**src/common/cpu_pkg.sv**
```systemverilog
package cpu_pkg;

    localparam int word_size      = 16;
    localparam int reg_addr_width = 2;

    localparam int opcode_hi  = 15;
    localparam int opcode_lo  = 12;
    localparam int rs_hi      = 11;
    localparam int rs_lo      = 10;
    localparam int rt_hi      = 9;
    localparam int rt_lo      = 8;
    localparam int rd_hi      = 7;
    localparam int rd_lo      = 6;
    localparam int func_hi    = 5;
    localparam int func_lo    = 0;
    localparam int imm_hi     = 7;
    localparam int imm_lo     = 0;
    localparam int jtarget_hi = 11;
    localparam int jtarget_lo = 0;

    localparam logic [5:0] func_add = 6'd0;
    localparam logic [5:0] func_sub = 6'd1;
    localparam logic [5:0] func_and = 6'd2;
    localparam logic [5:0] func_orr = 6'd3;
    localparam logic [5:0] func_wwd = 6'd28;
    localparam logic [5:0] func_hlt = 6'd29;

    localparam logic [word_size-1:0] reset_pc = '0;

    // An all-zero word is a SYS instruction with no function, which is a no-op
    typedef enum logic [3:0] {
        op_sys   = 4'd0,
        op_beq   = 4'd1,
        op_bne   = 4'd2,
        op_adi   = 4'd4,
        op_lwd   = 4'd7,
        op_swd   = 4'd8,
        op_jmp   = 4'd9,
        op_alu_r = 4'd15
    } opcode_t;

    typedef enum logic [2:0] {
        alu_add,
        alu_sub,
        alu_and,
        alu_or,
        alu_pass_b
    } alu_op_t;

    typedef enum logic [1:0] {
        pc_seq,
        pc_branch,
        pc_jump
    } pc_src_t;

endpackage
```
**src/common/ex_mem_if.sv**
```systemverilog
`timescale 1ns/1ps

interface ex_mem_if;
    import cpu_pkg::*;

    logic [word_size-1:0]      target_address;
    logic                      b_cond;
    logic [word_size-1:0]      alu_result;     // Also the data address
    logic [word_size-1:0]      r_data1;        // Value for WWD
    logic [word_size-1:0]      r_data2;        // Store data
    logic [reg_addr_width-1:0] rd;
    pc_src_t                   pc_src;
    logic                      mem_read;
    logic                      mem_write;
    logic                      b_op;
    logic                      reg_write;
    logic                      mem_to_reg;
    logic                      is_wwd;
    logic                      is_done;

    modport source (
        output target_address, b_cond, alu_result, r_data1, r_data2, rd,
        output pc_src,
        output mem_read, mem_write, b_op, reg_write, mem_to_reg,
        output is_wwd, is_done
    );

    modport sink (
        input target_address, b_cond, alu_result, r_data1, r_data2, rd,
        input pc_src,
        input mem_read, mem_write, b_op, reg_write, mem_to_reg,
        input is_wwd, is_done
    );

endinterface

```
**src/hw/cpu_top.sv**
```systemverilog
`timescale 1ns/1ps

module cpu_top (
    input  logic                          clk,
    input  logic                          reset_n,
    output logic [cpu_pkg::word_size-1:0] i_address,
    input  logic [cpu_pkg::word_size-1:0] i_data,
    output logic [cpu_pkg::word_size-1:0] d_address,
    output logic                          d_read,
    output logic                          d_write,
    output logic [cpu_pkg::word_size-1:0] d_wdata,
    input  logic [cpu_pkg::word_size-1:0] d_rdata,
    output logic [cpu_pkg::word_size-1:0] output_port,
    output logic                          output_valid,
    output logic                          done
);
    import cpu_pkg::*;

    logic [word_size-1:0]      pc;
    logic [word_size-1:0]      pc_plus1;
    logic                      fetch_halt;
    logic                      fetch_stop;
    logic [word_size-1:0]      if_id_instr;
    logic [word_size-1:0]      if_id_pc1;
    logic [reg_addr_width-1:0] id_rs;
    logic [reg_addr_width-1:0] id_rt;
    logic [reg_addr_width-1:0] id_dest;
    logic [word_size-1:0]      id_rs_data;
    logic [word_size-1:0]      id_rt_data;
    logic [word_size-1:0]      id_imm;
    alu_op_t                   id_alu_op;
    logic                      id_alu_src_imm;
    logic                      id_reg_dst_rd;
    logic                      id_reg_write;
    logic                      id_mem_read;
    logic                      id_mem_write;
    logic                      id_mem_to_reg;
    logic                      id_b_op;
    logic                      id_branch_ne;
    logic                      id_jump;
    logic                      id_is_wwd;
    logic                      id_is_done;
    logic                      id_uses_rs;
    logic                      id_uses_rt;
    logic [word_size-1:0]      id_ex_pc1;
    logic [word_size-1:0]      id_ex_r1;
    logic [word_size-1:0]      id_ex_r2;
    logic [word_size-1:0]      id_ex_imm;
    logic [jtarget_hi:jtarget_lo] id_ex_jaddr;
    logic [reg_addr_width-1:0] id_ex_rd;
    alu_op_t                   id_ex_alu_op;
    logic                      id_ex_alu_src_imm;
    logic                      id_ex_reg_write;
    logic                      id_ex_mem_read;
    logic                      id_ex_mem_write;
    logic                      id_ex_mem_to_reg;
    logic                      id_ex_b_op;
    logic                      id_ex_branch_ne;
    logic                      id_ex_jump;
    logic                      id_ex_is_wwd;
    logic                      id_ex_is_done;
    logic [word_size-1:0]      ex_alu_b;
    logic                      ex_equal;
    logic [reg_addr_width-1:0] mem_wb_rd;
    logic                      mem_wb_reg_write;
    logic                      mem_wb_mem_to_reg;
    logic [word_size-1:0]      mem_wb_alu;
    logic [word_size-1:0]      mem_wb_rdata;
    logic [word_size-1:0]      wb_data;
    logic                      stall;
    logic                      flush;
    pc_src_t                   next_pc_src;

    ex_mem_if ex_src ();
    ex_mem_if ex_snk ();

    // Fetch stops once a halt has been decoded
    assign fetch_stop = fetch_halt || id_is_done;
    assign pc_plus1   = pc + word_size'(1);
    assign i_address  = pc;

    always_ff @(posedge clk) begin
        if (reset_n) begin
            pc <= reset_pc;
        end else if (next_pc_src != pc_seq) begin
            pc <= ex_snk.target_address;
        end else if (!stall && !fetch_stop) begin
            pc <= pc_plus1;
        end
    end

    always_ff @(posedge clk) begin
        if (reset_n || flush) begin
            fetch_halt <= 1'b0;    // A flushed halt lets fetch resume at the target
        end else if (id_is_done) begin
            fetch_halt <= 1'b1;
        end
    end

    always_ff @(posedge clk) begin
        if (reset_n || flush) begin
            if_id_instr <= '0;
        end else if (!stall) begin
            if_id_instr <= fetch_stop ? '0 : i_data;
            if_id_pc1   <= pc_plus1;
        end
    end

    assign id_rs   = if_id_instr[rs_hi:rs_lo];
    assign id_rt   = if_id_instr[rt_hi:rt_lo];
    assign id_dest = id_reg_dst_rd ? if_id_instr[rd_hi:rd_lo] : id_rt;
    assign id_imm  = {{(word_size - (imm_hi - imm_lo + 1)){if_id_instr[imm_hi]}},
                      if_id_instr[imm_hi:imm_lo]};

    reg_file u_reg_file (
        .clk     (clk),
        .reset_n (reset_n),
        .rs_addr (id_rs),
        .rt_addr (id_rt),
        .rs_data (id_rs_data),
        .rt_data (id_rt_data),
        .wr_en   (mem_wb_reg_write),
        .wr_addr (mem_wb_rd),
        .wr_data (wb_data)
    );

    control_unit u_control_unit (
        .instr       (if_id_instr),
        .alu_op      (id_alu_op),
        .alu_src_imm (id_alu_src_imm),
        .reg_dst_rd  (id_reg_dst_rd),
        .reg_write   (id_reg_write),
        .mem_read    (id_mem_read),
        .mem_write   (id_mem_write),
        .mem_to_reg  (id_mem_to_reg),
        .b_op        (id_b_op),
        .branch_ne   (id_branch_ne),
        .jump        (id_jump),
        .is_wwd      (id_is_wwd),
        .is_done     (id_is_done),
        .uses_rs     (id_uses_rs),
        .uses_rt     (id_uses_rt)
    );

    hazard_unit u_hazard_unit (
        .rs               (id_rs),
        .rt               (id_rt),
        .uses_rs          (id_uses_rs),
        .uses_rt          (id_uses_rt),
        .id_ex_rd         (id_ex_rd),
        .id_ex_reg_write  (id_ex_reg_write),
        .ex_mem           (ex_snk.sink),
        .mem_wb_rd        (mem_wb_rd),
        .mem_wb_reg_write (mem_wb_reg_write),
        .stall            (stall),
        .flush            (flush),
        .next_pc_src      (next_pc_src)
    );

    // A stall or a flush turns the decoded instruction into a bubble
    always_ff @(posedge clk) begin
        if (reset_n || flush || stall) begin
            id_ex_reg_write <= 1'b0;
            id_ex_mem_read  <= 1'b0;
            id_ex_mem_write <= 1'b0;
            id_ex_b_op      <= 1'b0;
            id_ex_jump      <= 1'b0;
            id_ex_is_wwd    <= 1'b0;
            id_ex_is_done   <= 1'b0;
        end else begin
            id_ex_reg_write <= id_reg_write;
            id_ex_mem_read  <= id_mem_read;
            id_ex_mem_write <= id_mem_write;
            id_ex_b_op      <= id_b_op;
            id_ex_jump      <= id_jump;
            id_ex_is_wwd    <= id_is_wwd;
            id_ex_is_done   <= id_is_done;
        end
    end

    always_ff @(posedge clk) begin
        id_ex_pc1         <= if_id_pc1;
        id_ex_r1          <= id_rs_data;
        id_ex_r2          <= id_rt_data;
        id_ex_imm         <= id_imm;
        id_ex_jaddr       <= if_id_instr[jtarget_hi:jtarget_lo];
        id_ex_rd          <= id_dest;
        id_ex_alu_op      <= id_alu_op;
        id_ex_alu_src_imm <= id_alu_src_imm;
        id_ex_mem_to_reg  <= id_mem_to_reg;
        id_ex_branch_ne   <= id_branch_ne;
    end

    assign ex_alu_b = id_ex_alu_src_imm ? id_ex_imm : id_ex_r2;

    alu u_alu (
        .a      (id_ex_r1),
        .b      (ex_alu_b),
        .op     (id_ex_alu_op),
        .result (ex_src.alu_result),
        .equal  (ex_equal)
    );

    assign ex_src.target_address = id_ex_jump
                                 ? {id_ex_pc1[word_size-1:jtarget_hi+1], id_ex_jaddr}
                                 : id_ex_pc1 + id_ex_imm;
    assign ex_src.b_cond     = id_ex_branch_ne ? !ex_equal : ex_equal;
    assign ex_src.r_data1    = id_ex_r1;
    assign ex_src.r_data2    = id_ex_r2;
    assign ex_src.rd         = id_ex_rd;
    assign ex_src.pc_src     = id_ex_jump ? pc_jump : (id_ex_b_op ? pc_branch : pc_seq);
    assign ex_src.mem_read   = id_ex_mem_read;
    assign ex_src.mem_write  = id_ex_mem_write;
    assign ex_src.b_op       = id_ex_b_op;
    assign ex_src.reg_write  = id_ex_reg_write;
    assign ex_src.mem_to_reg = id_ex_mem_to_reg;
    assign ex_src.is_wwd     = id_ex_is_wwd;
    assign ex_src.is_done    = id_ex_is_done && !flush;  // Halt behind a taken branch is dropped

    ex_mem u_ex_mem (
        .clk     (clk),
        .reset_n (reset_n),
        .flush   (flush),
        .d       (ex_src.sink),
        .q       (ex_snk.source)
    );

    assign d_address = ex_snk.alu_result;
    assign d_read    = ex_snk.mem_read;
    assign d_write   = ex_snk.mem_write;
    assign d_wdata   = ex_snk.r_data2;

    // The output port and done flag are updated with the writeback stage
    always_ff @(posedge clk) begin
        if (reset_n) begin
            mem_wb_reg_write <= 1'b0;
            output_valid     <= 1'b0;
            done             <= 1'b0;
        end else begin
            mem_wb_reg_write <= ex_snk.reg_write;
            output_valid     <= ex_snk.is_wwd;
            done             <= done || ex_snk.is_done;
        end
    end

    always_ff @(posedge clk) begin
        mem_wb_rd         <= ex_snk.rd;
        mem_wb_mem_to_reg <= ex_snk.mem_to_reg;
        mem_wb_alu        <= ex_snk.alu_result;
        mem_wb_rdata      <= d_rdata;
        output_port       <= ex_snk.r_data1;
    end

    assign wb_data = mem_wb_mem_to_reg ? mem_wb_rdata : mem_wb_alu;

endmodule

```
**src/hw/hazard_unit.sv**
```systemverilog
`timescale 1ns/1ps

module hazard_unit (
    input  logic [cpu_pkg::reg_addr_width-1:0] rs,
    input  logic [cpu_pkg::reg_addr_width-1:0] rt,
    input  logic                               uses_rs,
    input  logic                               uses_rt,
    input  logic [cpu_pkg::reg_addr_width-1:0] id_ex_rd,
    input  logic                               id_ex_reg_write,
    ex_mem_if.sink                             ex_mem,
    input  logic [cpu_pkg::reg_addr_width-1:0] mem_wb_rd,
    input  logic                               mem_wb_reg_write,
    output logic                               stall,
    output logic                               flush,
    output cpu_pkg::pc_src_t                   next_pc_src
);
    import cpu_pkg::*;

    logic rs_busy;
    logic rt_busy;

    assign rs_busy = (id_ex_reg_write && id_ex_rd == rs)
                   || (ex_mem.reg_write && ex_mem.rd == rs)
                   || (mem_wb_reg_write && mem_wb_rd == rs);
    assign rt_busy = (id_ex_reg_write && id_ex_rd == rt)
                   || (ex_mem.reg_write && ex_mem.rd == rt)
                   || (mem_wb_reg_write && mem_wb_rd == rt);

    always_comb begin
        next_pc_src = pc_seq;
        if (ex_mem.pc_src == pc_jump) begin
            next_pc_src = pc_jump;
        end else if (ex_mem.b_op && ex_mem.b_cond) begin
            next_pc_src = pc_branch;
        end
    end

    assign flush = (next_pc_src != pc_seq);
    assign stall = !flush && ((uses_rs && rs_busy) || (uses_rt && rt_busy));  // Flush wins

    always_comb begin
        assert (!ex_mem.b_op || ex_mem.pc_src == pc_branch);    // Execute tags every branch
    end

endmodule

```
**src/hw/ex_mem.sv**
```systemverilog
`timescale 1ns/1ps

module ex_mem (
    input  logic       clk,
    input  logic       reset_n,
    input  logic       flush,
    ex_mem_if.sink     d,
    ex_mem_if.source   q
);
    import cpu_pkg::*;

    always_ff @(posedge clk) begin
        if (reset_n || flush) begin
            q.target_address <= '0;
            q.b_cond         <= 1'b0;
            q.alu_result     <= '0;
            q.r_data1        <= '0;
            q.r_data2        <= '0;
            q.rd             <= '0;
            q.pc_src         <= pc_seq;
            q.mem_read       <= 1'b0;
            q.mem_write      <= 1'b0;
            q.b_op           <= 1'b0;
            q.reg_write      <= 1'b0;
            q.mem_to_reg     <= 1'b0;
            q.is_wwd         <= 1'b0;
        end else begin
            q.target_address <= d.target_address;
            q.b_cond         <= d.b_cond;
            q.alu_result     <= d.alu_result;
            q.r_data1        <= d.r_data1;
            q.r_data2        <= d.r_data2;
            q.rd             <= d.rd;
            q.pc_src         <= d.pc_src;
            q.mem_read       <= d.mem_read;
            q.mem_write      <= d.mem_write;
            q.b_op           <= d.b_op;
            q.reg_write      <= d.reg_write;
            q.mem_to_reg     <= d.mem_to_reg;
            q.is_wwd         <= d.is_wwd;
        end
    end

    // A halt sitting here is never younger than the branch that flushes
    always_ff @(posedge clk) begin
        if (reset_n) begin
            q.is_done <= 1'b0;
        end else begin
            q.is_done <= d.is_done;
        end
    end

    // Decode never gives one instruction both a load and a store
    assert property (@(posedge clk) disable iff (reset_n) !(q.mem_read && q.mem_write));

endmodule

```
**src/hw/control_unit.sv**
```systemverilog
`timescale 1ns/1ps

module control_unit (
    input  logic [cpu_pkg::word_size-1:0] instr,
    output cpu_pkg::alu_op_t              alu_op,
    output logic                          alu_src_imm,
    output logic                          reg_dst_rd,
    output logic                          reg_write,
    output logic                          mem_read,
    output logic                          mem_write,
    output logic                          mem_to_reg,
    output logic                          b_op,
    output logic                          branch_ne,
    output logic                          jump,
    output logic                          is_wwd,
    output logic                          is_done,
    output logic                          uses_rs,
    output logic                          uses_rt
);
    import cpu_pkg::*;

    opcode_t    opcode;
    logic [5:0] func;

    assign opcode = opcode_t'(instr[opcode_hi:opcode_lo]);
    assign func   = instr[func_hi:func_lo];

    always_comb begin
        alu_op      = alu_pass_b;
        alu_src_imm = 1'b0;
        reg_dst_rd  = 1'b0;
        reg_write   = 1'b0;
        mem_read    = 1'b0;
        mem_write   = 1'b0;
        mem_to_reg  = 1'b0;
        b_op        = 1'b0;
        branch_ne   = 1'b0;
        jump        = 1'b0;
        is_wwd      = 1'b0;
        is_done     = 1'b0;
        uses_rs     = 1'b0;
        uses_rt     = 1'b0;
        case (opcode)
            op_alu_r: begin
                reg_dst_rd = 1'b1;
                reg_write  = 1'b1;
                uses_rs    = 1'b1;
                uses_rt    = 1'b1;
                case (func)
                    func_add: alu_op = alu_add;
                    func_sub: alu_op = alu_sub;
                    func_and: alu_op = alu_and;
                    func_orr: alu_op = alu_or;
                    default: begin
                        reg_write = 1'b0;
                        uses_rs   = 1'b0;
                        uses_rt   = 1'b0;
                    end
                endcase
            end
            op_adi, op_lwd: begin
                alu_op      = alu_add;
                alu_src_imm = 1'b1;
                reg_write   = 1'b1;    // Destination is rt
                uses_rs     = 1'b1;
                mem_read    = (opcode == op_lwd);
                mem_to_reg  = (opcode == op_lwd);
            end
            op_swd: begin
                alu_op      = alu_add;
                alu_src_imm = 1'b1;
                mem_write   = 1'b1;
                uses_rs     = 1'b1;
                uses_rt     = 1'b1;
            end
            op_beq, op_bne: begin
                alu_op    = alu_sub;
                b_op      = 1'b1;
                branch_ne = (opcode == op_bne);
                uses_rs   = 1'b1;
                uses_rt   = 1'b1;
            end
            op_jmp: jump = 1'b1;
            op_sys: begin
                if (func == func_wwd) begin
                    is_wwd  = 1'b1;
                    uses_rs = 1'b1;
                end else if (func == func_hlt) begin
                    is_done = 1'b1;
                end
            end
            default: ;
        endcase
    end

endmodule

```
**src/hw/alu.sv**
```systemverilog
`timescale 1ns/1ps

module alu (
    input  logic [cpu_pkg::word_size-1:0] a,
    input  logic [cpu_pkg::word_size-1:0] b,
    input  cpu_pkg::alu_op_t              op,
    output logic [cpu_pkg::word_size-1:0] result,
    output logic                          equal
);
    import cpu_pkg::*;

    always_comb begin
        case (op)
            alu_add:    result = a + b;
            alu_sub:    result = a - b;
            alu_and:    result = a & b;
            alu_or:     result = a | b;
            alu_pass_b: result = b;
            default:    result = '0;
        endcase
    end

    assign equal = (a == b);    // Branch condition before BNE inversion

endmodule

```
**src/hw/reg_file.sv**
```systemverilog
`timescale 1ns/1ps

module reg_file (
    input  logic                               clk,
    input  logic                               reset_n,
    input  logic [cpu_pkg::reg_addr_width-1:0] rs_addr,
    input  logic [cpu_pkg::reg_addr_width-1:0] rt_addr,
    output logic [cpu_pkg::word_size-1:0]      rs_data,
    output logic [cpu_pkg::word_size-1:0]      rt_data,
    input  logic                               wr_en,
    input  logic [cpu_pkg::reg_addr_width-1:0] wr_addr,
    input  logic [cpu_pkg::word_size-1:0]      wr_data
);
    import cpu_pkg::*;

    logic [word_size-1:0] regs [2**reg_addr_width];

    always_ff @(posedge clk) begin
        if (reset_n) begin
            for (int i = 0; i < 2**reg_addr_width; i++) begin
                regs[i] <= '0;
            end
        end else if (wr_en) begin
            regs[wr_addr] <= wr_data;
        end
    end

    // A write in this cycle is seen by a read of the same register
    assign rs_data = (wr_en && wr_addr == rs_addr) ? wr_data : regs[rs_addr];
    assign rt_data = (wr_en && wr_addr == rt_addr) ? wr_data : regs[rt_addr];

endmodule

```
**config.mk**
```make
export PLATFORM = sky130hd
export DESIGN_NAME = cpu_top
export DESIGN_NICKNAME = d
export VERILOG_FILES = /design/src/common/cpu_pkg.sv /design/src/common/ex_mem_if.sv /design/src/hw/cpu_top.sv /design/src/hw/hazard_unit.sv /design/src/hw/ex_mem.sv /design/src/hw/control_unit.sv /design/src/hw/alu.sv /design/src/hw/reg_file.sv
export SDC_FILE = /design/constraint.sdc
export NUM_CORES = 1
export LEC_CHECK = 0
export BUFFER_PORTS_ARGS = -buffer_cell sky130_fd_sc_hd__buf_2
export CAP_MARGIN = 25
export CORE_AREA = 2 2 151 153
export CTS_CLUSTER_DIAMETER = 60
export DETAILED_ROUTE_END_ITERATION = 8
export DIE_AREA = 0 0 153 155
export PLACE_DENSITY = 0.81
export SYNTH_ARGS = -nofsm -noshare
export SYNTH_HDL_FRONTEND = slang
export SYNTH_SLANG_ARGS = --single-unit
export TNS_END_PERCENT = 100
```
**constraint.sdc**
```tcl
create_clock -name clk -period 7.05 [get_ports clk]
set_clock_uncertainty 0.1 [all_clocks]
set_input_delay 0.705 -clock clk [delete_from_list [all_inputs] [get_ports clk]]
set_output_delay 0.705 -clock clk [all_outputs]
set_load 0.01 [all_outputs]
```
==> results of run 1 <==
## Yosys cell counts, types with 12 or more instances
library cell  instances
nor2b_1              18
a21oi_1              77
and2_1               23
xor2_1               33
nand2_1              95
mux4_2               32
edfxtp_1             80
nand2b_1             12
o211ai_1             28
xnor2_1              32
nor2_1              168
dfxtp_1             242
nand3_1              20
ha_1                 67
mux2i_1              31
and3_1               12
buf_1                14
nor3_1               16
o21ai_0              72
inv_1                69
clkbuf_1             52
a211oi_1             27
## worst max-delay path, delay by kind of cell (launching register included)
family	cells	cell delay [ns]
compound gates	5	1.77
flops	1	0.69
fa+ha+maj	2	0.62
mux	1	0.20
buf+inv	2	0.20
xor+xnor	1	0.16
simple gates	1	0.07
## area by class of cell
| class | instances | area share |
|---|---|---|
| Clock buffer | 44 | 0.05732 |
| Multi-Input combinational cell | 894 | 0.3954 |
| Inverter | 69 | 0.01634 |
| Clock inverter | 16 | 0.009316 |
| Sequential cell | 322 | 0.4573 |
| Tap cell | 285 | 0.02250 |
| Timing Repair Buffer | 113 | 0.04184 |
## worst max-delay path by stage
stage | from | to | slack, ns | cells past startpoint
2_1_floorplan | id_ex_alu_src_imm$_DFF_P_ | u_ex_mem.q.alu_result[12]$_SDFF_PP0_ | 3.74 | 14
3_3_place_gp | id_ex_alu_src_imm$_DFF_P_ | u_ex_mem.q.alu_result[12]$_SDFF_PP0_ | 3.33 | 12
3_5_place_dp | id_ex_alu_src_imm$_DFF_P_ | u_ex_mem.q.alu_result[12]$_SDFF_PP0_ | 3.20 | 12
4_1_cts | id_ex_alu_src_imm$_DFF_P_ | u_ex_mem.q.alu_result[12]$_SDFF_PP0_ | 3.21 | 12
5_1_grt | id_ex_alu_src_imm$_DFF_P_ | u_ex_mem.q.alu_result[12]$_SDFF_PP0_ | 2.89 | 12
6_report | id_ex_alu_src_imm$_DFF_P_ | u_ex_mem.q.alu_result[12]$_SDFF_PP0_ | 3.16 | 12
## power breakdown
part / total (W) / internal [W] / switching (W)
clock: 0.00168 / 0.000963 / 0.000721
combinational: 0.000925 / 0.000363 / 0.000563
sequential: 0.00220 / 0.00206 / 0.000140
total: 0.00481 / 0.00339 / 0.00142
## metrics by stage
stage	hold WS (ns)	util	total power, W
floorplan	0.2096	-	0.002839
detailed placement	0.2121	0.6611	0.003126
finish	0.1884	0.7130	0.004813
CTS	0.1761	0.7086	0.004804
global placement	0.2109	0.6611	0.003109
global route	0.1763	0.7130	0.005004
## layer usage
| metal | wire [µm] | share of wire |
|---|---|---|
| met5 | 13 | 0.00038 |
| met3 | 2430 | 0.071 |
| met2 | 15670 | 0.46 |
| met4 | 1245 | 0.036 |
| met1 | 15020 | 0.44 |
## cells by family after synthesis
| group | count (synthesis) | synth area share |
|---|---|---|
| AO/OA/AOI/OAI | 288 | 0.1300 |
| AND/OR/NAND/NOR | 401 | 0.1307 |
| XOR/XNOR | 65 | 0.04038 |
| buffers and inverters | 149 | 0.04251 |
| flip-flops | 322 | 0.5140 |
| adder cells (fa/ha/maj) | 70 | 0.06371 |
| multiplexers | 70 | 0.07871 |
==> reports/results.tsv, run 1 <==
stage	metric	value	unit
outcome	status	finished, violations left	
outcome	violations	design-rule violations	
worst_setup_path	startpoint_type	register	
routing	avgRoutedWirePerCell	19.73	µm
final_layout	regMostFlops	u_reg_file.regs	
placed_design	dp_slack	3.199	ns
final_layout	fillCellCount	1606	
worst_hold_path	hp-class	in2reg	
power	power_density	303.7	nW/µm²
worst_setup_path	critPathSlowestCell	dfxtp_1	
logic_synthesis	synthArstFlopShare	0	
global_routing	grt_pass1_vias	9944	
sta	min_period_over_period	0.5522	
worst_setup_path	ff2ff_setup_slack	3.16	ns
final_layout	seq_area	7247	µm²
sta	period_minus_slack	3.893	ns
worst_hold_path	whs_path_depth	1	
logic_synthesis	synthCells	1365	
floorplanning	num_rows	55	
worst_setup_path	ff2ff_path_depth	12	
global_routing	antenna_found_initial	1	
final_layout	nNetsFinal	1538	
worst_setup_path	crit_arrival	4.22	ns
sta	rsz0062_at_grt	false	
sta	fmax	0.2569	GHz
worst_setup_path	reg2reg_to	u_ex_mem.q.alu_result[12]$_SDFF_PP0_	
worst_setup_path	end_kind	register	
final_layout	fin_cells	1743	
placed_design	port_buffers	101	
clocking	clk_pin_slew	0.06	ns
final_layout	area_growth	12.40	%
routing	firstDrtPassIters	9	
clocking	post-cts-setup-buffers	0	
floorplanning	die_w	153	µm
flow_run	max_cap_viol_count	0	
global_routing	met1_usage	0.3946	
worst_setup_path	crit_type	reg2reg	
placed_design	gp_congestion	0.9452	
clocking	worstSkewPairLatency	0.52	ns
placed_design	dp_cells	1679	
final_layout	layout_commonest_cell	dfxtp_1	
logic_synthesis	synth_top_area_cell	dfxtp_1	
logic_synthesis	netlist_area	14100	µm²
power	power_leakage	6.443	nW
logic_synthesis	synthTopCellsByArea	dfxtp_1 (34%), edfxtp_1 (17%), ha_1 (5.9%), mux4_2 (5.1%), nor2_1 (4.5%)	
routing	vias_per_cell	6.056	
floorplanning	num_io_pins	102	
global_routing	grt-ovfl-total	0	
final_layout	fin_area	15850	µm²
routing	drt_wl_total	34390	µm
clocking	cts_buffers	34	
global_routing	grt_most_used_layer	met2	
final_layout	multiInputGateArea	6266	µm²
clocking	cts_hold_buf	0	
global_routing	grt_max_degree	49	
floorplanning	start_util	0.6343	
final_layout	largest_reg_flops	64	
sta	slew_headroom	0.2763	
routing	drc	1	
routing	drt_iter0_drc	927	
logic_synthesis	ys_ff_latch	322	
floorplanning	dieArea	23720	µm²
worst_hold_path	whs_endpoint	mem_wb_rdata[11]$_DFF_P_	
worst_setup_path	critPathMostFrequentCell	inv_1	
logic_synthesis	synth_cell_types	66	
logic_synthesis	synth.avg_cell_area	10.33	µm²
sta	hold_viol_final	0	
sta	setup_ws	3.157	ns
routing	postRouteAntennaNets	0	
logic_synthesis	synth_warnings	0	
clocking	cts_tree	built	
clocking	h-tree-depth	2	
worst_setup_path	cp.required	7.38	ns
worst_setup_path	reg2reg_from	id_ex_alu_src_imm$_DFF_P_	
sta	setup_violations	0	
final_layout	final_cell_mix	dfxtp_1 (242), nor2_1 (167), buf_2 (101), nand2_1 (95), edfxtp_1 (80)	
worst_hold_path	min_from	d_rdata[11]	
logic_synthesis	synth_top_area_share	0.3436	
worst_setup_path	slowest_delay	0.69	ns
logic_synthesis	syn_nets	1469	
global_routing	grt.total_usage	0.2843	
global_routing	grt_use_met3	0.05125	
worst_setup_path	crit_fanout	16	
sta	fin_tns_setup	0	ns
logic_synthesis	synth_seq_area_share	0.5140	
final_layout	n_antenna_cell	0	
floorplanning	coreArea	22230	µm²
worst_setup_path	crit_chain	mux2i_1 -> inv_1 -> ha_1 -> inv_1 -> fa_1 -> a21o_1 -> a2111oi_0 -> o21ai_0 -> a311oi_1 -> xnor2_1 -> nand2_1 -> a31oi_1	
floorplanning	die_y	155	µm
clocking	cts.sinks	322	
final_layout	drive_gt1_frac	0.1509	
placed_design	placed_area	14690	µm²
clocking	cts_root_buf	clkbuf_16	
clocking	cts_resized	0	
global_routing	use_met2	0.4521	
placed_design	dpl.hpwl	24360	µm
sta	slew_viol_final	0	
logic_synthesis	yosys_most_used_dff	dfxtp_1	
routing	vias	10560	
power	ir_drop	0.0002697	V
sta	worstMarginPinSlew	1.084	ns
logic_synthesis	synth_edf_count	80	
clocking	clockBufferDepth	3	
global_routing	grt_first_pass_wirelength	53590	µm
(Power assumes the default switching activity.)
==> run 2: changes to the inputs <==
- CORE_AREA: 2 2 151 153 -> 2 2 165 167
- DIE_AREA: 0 0 153 155 -> 0 0 167 169
- PLACE_DENSITY: 0.81 -> 0.72
- clock period: 7.05 -> 3.4 ns (I/O delays scaled with it)
==> reports/results.tsv, run 2 (same netlist as run 1, synthesis figures left out) <==
stage	metric	value	unit	change
sta	worstMarginPinSlew	1.013	ns	was 1.084 ns
power	power_leakage	6.686	nW	was 6.443 nW
clocking	cts.sinks	322		unchanged
clocking	clk_pin_slew	0.06	ns	about the same
final_layout	area_growth	16.33	%	was 12.40%
routing	vias	10540		was 10,560
routing	drc	0		was 1
routing	firstDrtPassIters	6		was 9
routing	drt_iter0_drc	1033		was 927
final_layout	nNetsFinal	1587		was 1,538
flow_run	max_cap_viol_count	0		unchanged
worst_setup_path	critPathSlowestCell	ha_2		was dfxtp_1
routing	postRouteAntennaNets	0		unchanged
final_layout	layout_commonest_cell	dfxtp_1		unchanged
power	p_sw	0.003030	W	was 0.001424 W
clocking	cts_root_buf	clkbuf_16		unchanged
placed_design	gp_congestion	0.9069		was 0.9452
power	pwr-share-comb	0.194		was 0.192
clocking	clockBufferDepth	3		unchanged
final_layout	fillCellCount	2174		was 1,606
final_layout	regMostFlops	u_reg_file.regs		unchanged
sta	min_period_over_period	0.9362		was 0.5522
worst_setup_path	crit_path_start	id_ex_alu_src_imm$_DFF_P_		unchanged
power	p_int	0.007269	W	was 0.003389 W
worst_hold_path	hp-class	in2reg		unchanged
sta	slew_viol_final	0		unchanged
floorplanning	die_y	169	µm	was 155 µm
worst_setup_path	path_buf_inv	2		unchanged
global_routing	grt-ovfl-total	0		unchanged
worst_setup_path	crit_fanout	11		was 16
outcome	status	finished clean		was finished, violations left
floorplanning	die_w	167	µm	was 153 µm
global_routing	antenna_found_initial	1		unchanged
placed_design	dp_cells	1765		was 1,679
power	sw_frac_of_total	0.2942		was 0.2959
placed_design	dpl.hpwl	25340	µm	was 24,360 µm
clocking	cts_buffers	35		was 34
final_layout	final_cell_mix	dfxtp_1 (242), nor2_1 (167), buf_2 (101), nand2_1 (95), edfxtp_1 (80)		unchanged
routing	vias_per_cell	5.693		was 6.056
floorplanning	dieArea	28220	µm²	was 23,720 µm²
clocking	cts_tree	built		unchanged
sta	period_minus_slack	3.183	ns	was 3.893 ns
worst_setup_path	reg2reg_to	u_ex_mem.q.alu_result[15]$_SDFF_PP0_		was u_ex_mem.q.alu_result[12]$_SDFF_PP0_
worst_setup_path	reg2reg_from	id_ex_alu_src_imm$_DFF_P_		unchanged
floorplanning	coreArea	26500	µm²	was 22,230 µm²
power	pwr-share-seq	0.442		was 0.458
worst_setup_path	ff2ff_path_depth	12		unchanged
global_routing	grt_first_pass_wirelength	56060	µm	was 53,590 µm
sta	slew_headroom	0.3243		was 0.2763
worst_setup_path	crit_chain	buf_4 -> buf_4 -> and2_1 -> a21oi_1 -> ha_2 -> nor4_2 -> o211ai_1 -> a31oi_1 -> nor2_1 -> o221ai_1 -> mux2_2 -> a21oi_1		was mux2i_1 -> inv_1 -> ha_1 -> inv_1 -> fa_1 -> a21o_1 -> a2111oi_0 -> o21ai_0 -> a311oi_1 -> xnor2_1 -> nand2_1 -> a31oi_1
floorplanning	num_rows	60		was 55
final_layout	largest_reg_flops	64		unchanged
worst_hold_path	whs_path_depth	3		was 1
sta	rsz0062_at_grt	false		unchanged
global_routing	grt_pass1_vias	10290		was 9,944
power	power_frac_clock	0.363		was 0.350
sta	hold_viol_final	0		unchanged
final_layout	drive_gt1_frac	0.1689		was 0.1509
power	power_density	627.9	nW/µm²	was 303.7 nW/µm²
sta	fmax	0.3142	GHz	was 0.2569 GHz
sta	fin_tns_setup	0	ns	unchanged
sta	setup_violations	0		unchanged
clocking	worstSkewPairLatency	0.53	ns	was 0.52 ns
routing	avgRoutedWirePerCell	19.37	µm	was 19.73 µm
worst_setup_path	end_kind	register		unchanged
sta	timing.hold.ws	0.01048	ns	was 0.1884 ns
worst_setup_path	crit_type	reg2reg		unchanged
power	ir_drop	0.0005236	V	was 0.0002697 V
floorplanning	start_util	0.5321		was 0.6343
worst_setup_path	slowest_delay	0.40	ns	was 0.69 ns
worst_setup_path	crit_arrival	3.53	ns	was 4.22 ns
final_layout	fin_cells	1851		was 1,743
final_layout	n_antenna_cell	0		unchanged
worst_hold_path	whs_endpoint	if_id_instr[7]$_SDFFE_PP0N_		was mem_wb_rdata[11]$_DFF_P_
routing	drt_wl_total	35860	µm	was 34,390 µm
floorplanning	num_io_pins	102		unchanged
worst_setup_path	crit_family	compound AO/OA/AOI/OAI gates		unchanged
placed_design	port_buffers	101		unchanged
worst_hold_path	min_from	i_data[7]		was d_rdata[11]
worst_setup_path	ff2ff_setup_slack	0.22	ns	was 3.16 ns
worst_setup_path	cp.required	3.74	ns	was 7.38 ns
clocking	h-tree-depth	2		unchanged
worst_setup_path	startpoint_type	register		unchanged
global_routing	grt_max_degree	48		was 49
global_routing	grt.total_usage	0.2533		was 0.2843
==> run 2: cell types whose count changed in the layout (fill, tap and decap cells not counted), moves of 3 or more <==
cell	before	now
clkbuf_8	2	5
buf_4	8	38
dlygate4sd3_1	0	21
clkbuf_1	8	1
clkinv_1	0	6
==> run 2: timing repair <==
item | in CTS | in global routing
setup endpoints to repair | 0 | 3
setup buffers | 0 | 0
endpoints found under the hold margin | 21 | 0
hold buffers | 21 | 0
resized for setup | 0 | 5
==> run 2: worst min-delay path, delay by kind of cell <==
kind                   cells  cell delay (ns)
buffers and inverters      1             0.10
AOI/OAI and AO/OA          2             0.14
==> run 2: layer usage <==
layer / global-route usage / part of all wire
met5: 0 / 0
met4: 0.08621 / 0.028
met3: 0.03975 / 0.066
met2: 0.4081 / 0.47
met1: 0.3509 / 0.44
==> run 2: final cells by class <==
cell class / count / area (µm²) / share of cell area
Multi-Input combinational cell: 894 / 6276 / 0.3826
Clock buffer: 41 / 948.4 / 0.05782
Timing Repair Buffer: 161 / 1028 / 0.06271
Clock inverter: 23 / 216.5 / 0.01320
Sequential cell: 322 / 7247 / 0.4418
Tap cell: 341 / 426.7 / 0.02601
Inverter: 69 / 259.0 / 0.01579
==> run 2: worst max-delay path by stage <==
| stage | endpoint | cells after the start | slack [ns] |
|---|---|---|---|
| after floorplan | u_ex_mem.q.alu_result[12]$_SDFF_PP0_ | 14 | 0.09 |
| after global placement | u_ex_mem.q.alu_result[12]$_SDFF_PP0_ | 12 | 0.18 |
| after detailed placement | u_ex_mem.q.alu_result[12]$_SDFF_PP0_ | 12 | 0.16 |
| after CTS | u_ex_mem.q.alu_result[15]$_SDFF_PP0_ | 12 | 0.10 |
| after global routing | u_ex_mem.q.alu_result[12]$_SDFF_PP0_ | 13 | 0.009 |
| final | u_ex_mem.q.alu_result[15]$_SDFF_PP0_ | 12 | 0.22 |
==> run 2: through the flow <==
stage / worst slack (ns) / utilization / area (µm²) / power, W
floorplan: 0.08798 / - / 14100 / 0.005886
global placement: 0.1765 / 0.5656 / 14990 / 0.006543
detailed placement: 0.1568 / 0.5656 / 14990 / 0.006555
CTS: 0.1023 / 0.6175 / 16360 / 0.01033
global route: 0.008951 / 0.6189 / 16400 / 0.01076
finish: 0.2170 / 0.6189 / 16400 / 0.01030
==> run 2: power groups by stage <==
stage          Sequential, W  Combinational, W  Clock [W]
4_1_cts              0.00455           0.00197    0.00381
6_report             0.00456           0.00200    0.00374
3_5_place_dp         0.00463           0.00193          0
5_1_grt              0.00459           0.00221    0.00396
3_3_place_gp         0.00462           0.00192          0
2_1_floorplan        0.00452           0.00136          0
==> run 3: changes to the inputs <==
- ABC_CLOCK_PERIOD_IN_PS: default -> 3400
- CORE_AREA: 2 2 165 167 -> 2 2 196 198
- CTS_CLUSTER_DIAMETER: 60 -> 30
- DIE_AREA: 0 0 167 169 -> 0 0 198 200
- PLACE_DENSITY: 0.72 -> 0.53
==> reports/results.tsv, run 3 (same netlist as run 1, synthesis figures left out) <==
stage	metric	value	unit	change
sta	slew_headroom	0.2942		was 0.3243
sta	timing.hold.ws	0.2072	ns	was 0.01048 ns
routing	drt_wl_total	39040	µm	was 35,860 µm
worst_setup_path	critPathSlowestCell	mux2_2		was ha_2
clocking	cts_tree	built		unchanged
final_layout	regMostFlops	u_reg_file.regs		unchanged
floorplanning	num_rows	71		was 60
global_routing	grt_pass1_vias	10790		was 10,290
sta	period_minus_slack	3.142	ns	was 3.183 ns
final_layout	fin_area	18290	µm²	was 16,400 µm²
placed_design	dp_cells	1944		was 1,765
global_routing	grt-ovfl-total	0		unchanged
sta	fmax	0.3183	GHz	was 0.3142 GHz
worst_setup_path	crit_arrival	3.55	ns	was 3.53 ns
final_layout	area_growth	29.71	%	was 16.33%
worst_setup_path	cp.required	3.81	ns	was 3.74 ns
worst_hold_path	hp-class	in2reg		unchanged
sta	min_period_over_period	0.9240		was 0.9362
floorplanning	start_util	0.3770		was 0.5321
floorplanning	num_io_pins	102		unchanged
final_layout	n_antenna_cell	0		unchanged
outcome	status	finished clean		unchanged
worst_setup_path	end_kind	register		unchanged
power	power_density	762.3	nW/µm²	was 627.9 nW/µm²
power	ir_drop	0.0004644	V	was 0.0005236 V
routing	drc	0		unchanged
clocking	cts.sinks	322		unchanged
routing	postRouteAntennaNets	0		unchanged
placed_design	dpl.hpwl	27460	µm	was 25,340 µm
flow_run	max_cap_viol_count	0		unchanged
final_layout	fillCellCount	3399		was 2,174
sta	setup_violations	0		unchanged
sta	worstMarginPinSlew	1.058	ns	was 1.013 ns
final_layout	layout_commonest_cell	dfxtp_1		unchanged
final_layout	final_cell_mix	dfxtp_1 (242), nor2_1 (167), buf_2 (101), nand2_1 (95), edfxtp_1 (80)		unchanged
sta	slew_viol_final	0		unchanged
worst_setup_path	critPathMostFrequentCell	mux2_2		
final_layout	drive_gt1_frac	0.2083		was 0.1689
final_layout	utilization	0.4890		was 0.6189
worst_setup_path	startpoint_type	register		unchanged
floorplanning	coreArea	37400	µm²	was 26,500 µm²
placed_design	placed_area	15280	µm²	was 14,990 µm²
routing	firstDrtPassIters	4		was 6
routing	drt_iter0_drc	597		was 1,033
routing	vias_per_cell	5.055		was 5.693
final_layout	nNetsFinal	1648		was 1,587
clocking	clk_pin_slew	0.05	ns	was 0.06 ns
clocking	cts_buffers	76		was 35
clocking	cts_root_buf	clkbuf_16		unchanged
clocking	worstSkewPairLatency	0.60	ns	was 0.53 ns
floorplanning	dieArea	39600	µm²	was 28,220 µm²
global_routing	grt.total_usage	0.2010		was 0.2533
worst_setup_path	slowest_delay	0.39	ns	was 0.40 ns
power	power_leakage	7.511	nW	was 6.686 nW
global_routing	antenna_found_initial	2		was 1
global_routing	grt_first_pass_wirelength	60410	µm	was 56,060 µm
sta	hold_viol_final	0		unchanged
final_layout	largest_reg_flops	64		unchanged
worst_setup_path	crit_type	reg2reg		unchanged
placed_design	gp_congestion	0.8734		was 0.9069
global_routing	grt_max_degree	48		unchanged
sta	fin_tns_setup	0	ns	unchanged
worst_setup_path	crit_fanout	13		was 11
clocking	post-cts-setup-buffers	0		unchanged
clocking	h-tree-depth	3		was 2
placed_design	port_buffers	101		unchanged
sta	rsz0062_at_grt	false		unchanged
worst_setup_path	crit_chain	buf_4 -> mux2_2 -> inv_1 -> ha_1 -> nor4_1 -> o211ai_1 -> a31oi_1 -> nor2_1 -> o221ai_1 -> mux2_2 -> a21oi_1		was buf_4 -> buf_4 -> and2_1 -> a21oi_1 -> ha_2 -> nor4_2 -> o211ai_1 -> a31oi_1 -> nor2_1 -> o221ai_1 -> mux2_2 -> a21oi_1
floorplanning	die_y	200	µm	was 169 µm
routing	avgRoutedWirePerCell	18.42	µm	was 19.37 µm
routing	vias	10710		was 10,540
floorplanning	die_w	198	µm	was 167 µm
final_layout	fin_cells	2119		was 1,851
clocking	clockBufferDepth	3		unchanged
==> run 3: cell types whose count changed in the layout (fill, tap and decap cells not counted), sizes merged <==
| cell | previous run | this run |
|---|---|---|
| inv | 73 | 85 |
| clkbuf | 41 | 103 |
| buf | 140 | 149 |
| bufinv | 2 | 6 |
| dlygate4sd3 | 21 | 32 |
==> run 3: path summary, 6_finish.rpt <==
| check | from | slack, ns | cells past startpoint | to |
|---|---|---|---|---|
| worst max-delay path | id_ex_alu_src_imm$_DFF_P_ | 0.26 | 11 | u_ex_mem.q.alu_result[15]$_SDFF_PP0_ |
| worst min-delay path | reset_n | 0.21 | 3 | done$_SDFF_PP0_ |
| worst max register to register | id_ex_alu_src_imm$_DFF_P_ | 0.26 | 11 | u_ex_mem.q.alu_result[15]$_SDFF_PP0_ |
| worst min register to register | u_ex_mem.q.r_data1[8]$_SDFF_PP0_ | 0.22 | 0 | output_port[8]$_DFF_P_ |
==> run 3: worst max-delay path, delay by kind of cell (launching register included) <==
family	cells	cell delay [ns]
buffers and inverters	2	0.30
AOI/OAI and AO/OA	4	0.79
muxes	2	0.75
adders and majority gates	1	0.30
DFF	1	0.37
and+or+nand+nor	2	0.45
==> run 3: timing repair <==
item,in CTS,in global routing
gates resized for setup,0,4
hold buffers,32,0
setup endpoints to repair,0,2
endpoints found under the hold margin,36,0
==> run 3: per-layer routing <==
layer	global-route usage	vias to the layer above	wire, µm
li1	-	5206	-
met1	0.2621	5154	17830
met2	0.3259	274	18010
met3	0.04099	78	2055
met4	0.08605	0	1146
met5	0	-	0
==> run 3: where the power goes <==
group	leakage [nW]	switching (W)	internal (W)	total, W
Sequential	2.83	0.000283	0.00429	0.00457
Clock	1.30	0.00234	0.00499	0.00733
Combinational	3.38	0.00120	0.000834	0.00204
==> run 3: cell type report <==
class | count | area (µm²) | share of cell area
multi-input cells | 894 | 6275 | 0.3431
clock buffers | 103 | 2177 | 0.1190
well taps | 511 | 639.4 | 0.03496
repair buffers | 181 | 1219 | 0.06663
inverters | 69 | 259.0 | 0.01416
clock inverters | 39 | 473.0 | 0.02586
flip-flops and latches | 322 | 7247 | 0.3963
==> run 3: stage by stage <==
stage / worst slack, ns / total power (W)
after global routing: 0.02399 / 0.01453
after CTS: 0.1141 / 0.01405
after global placement: 0.2415 / 0.006621
final: 0.2585 / 0.01394
after floorplan: 0.08798 / 0.005886
after detailed placement: 0.1491 / 0.006614
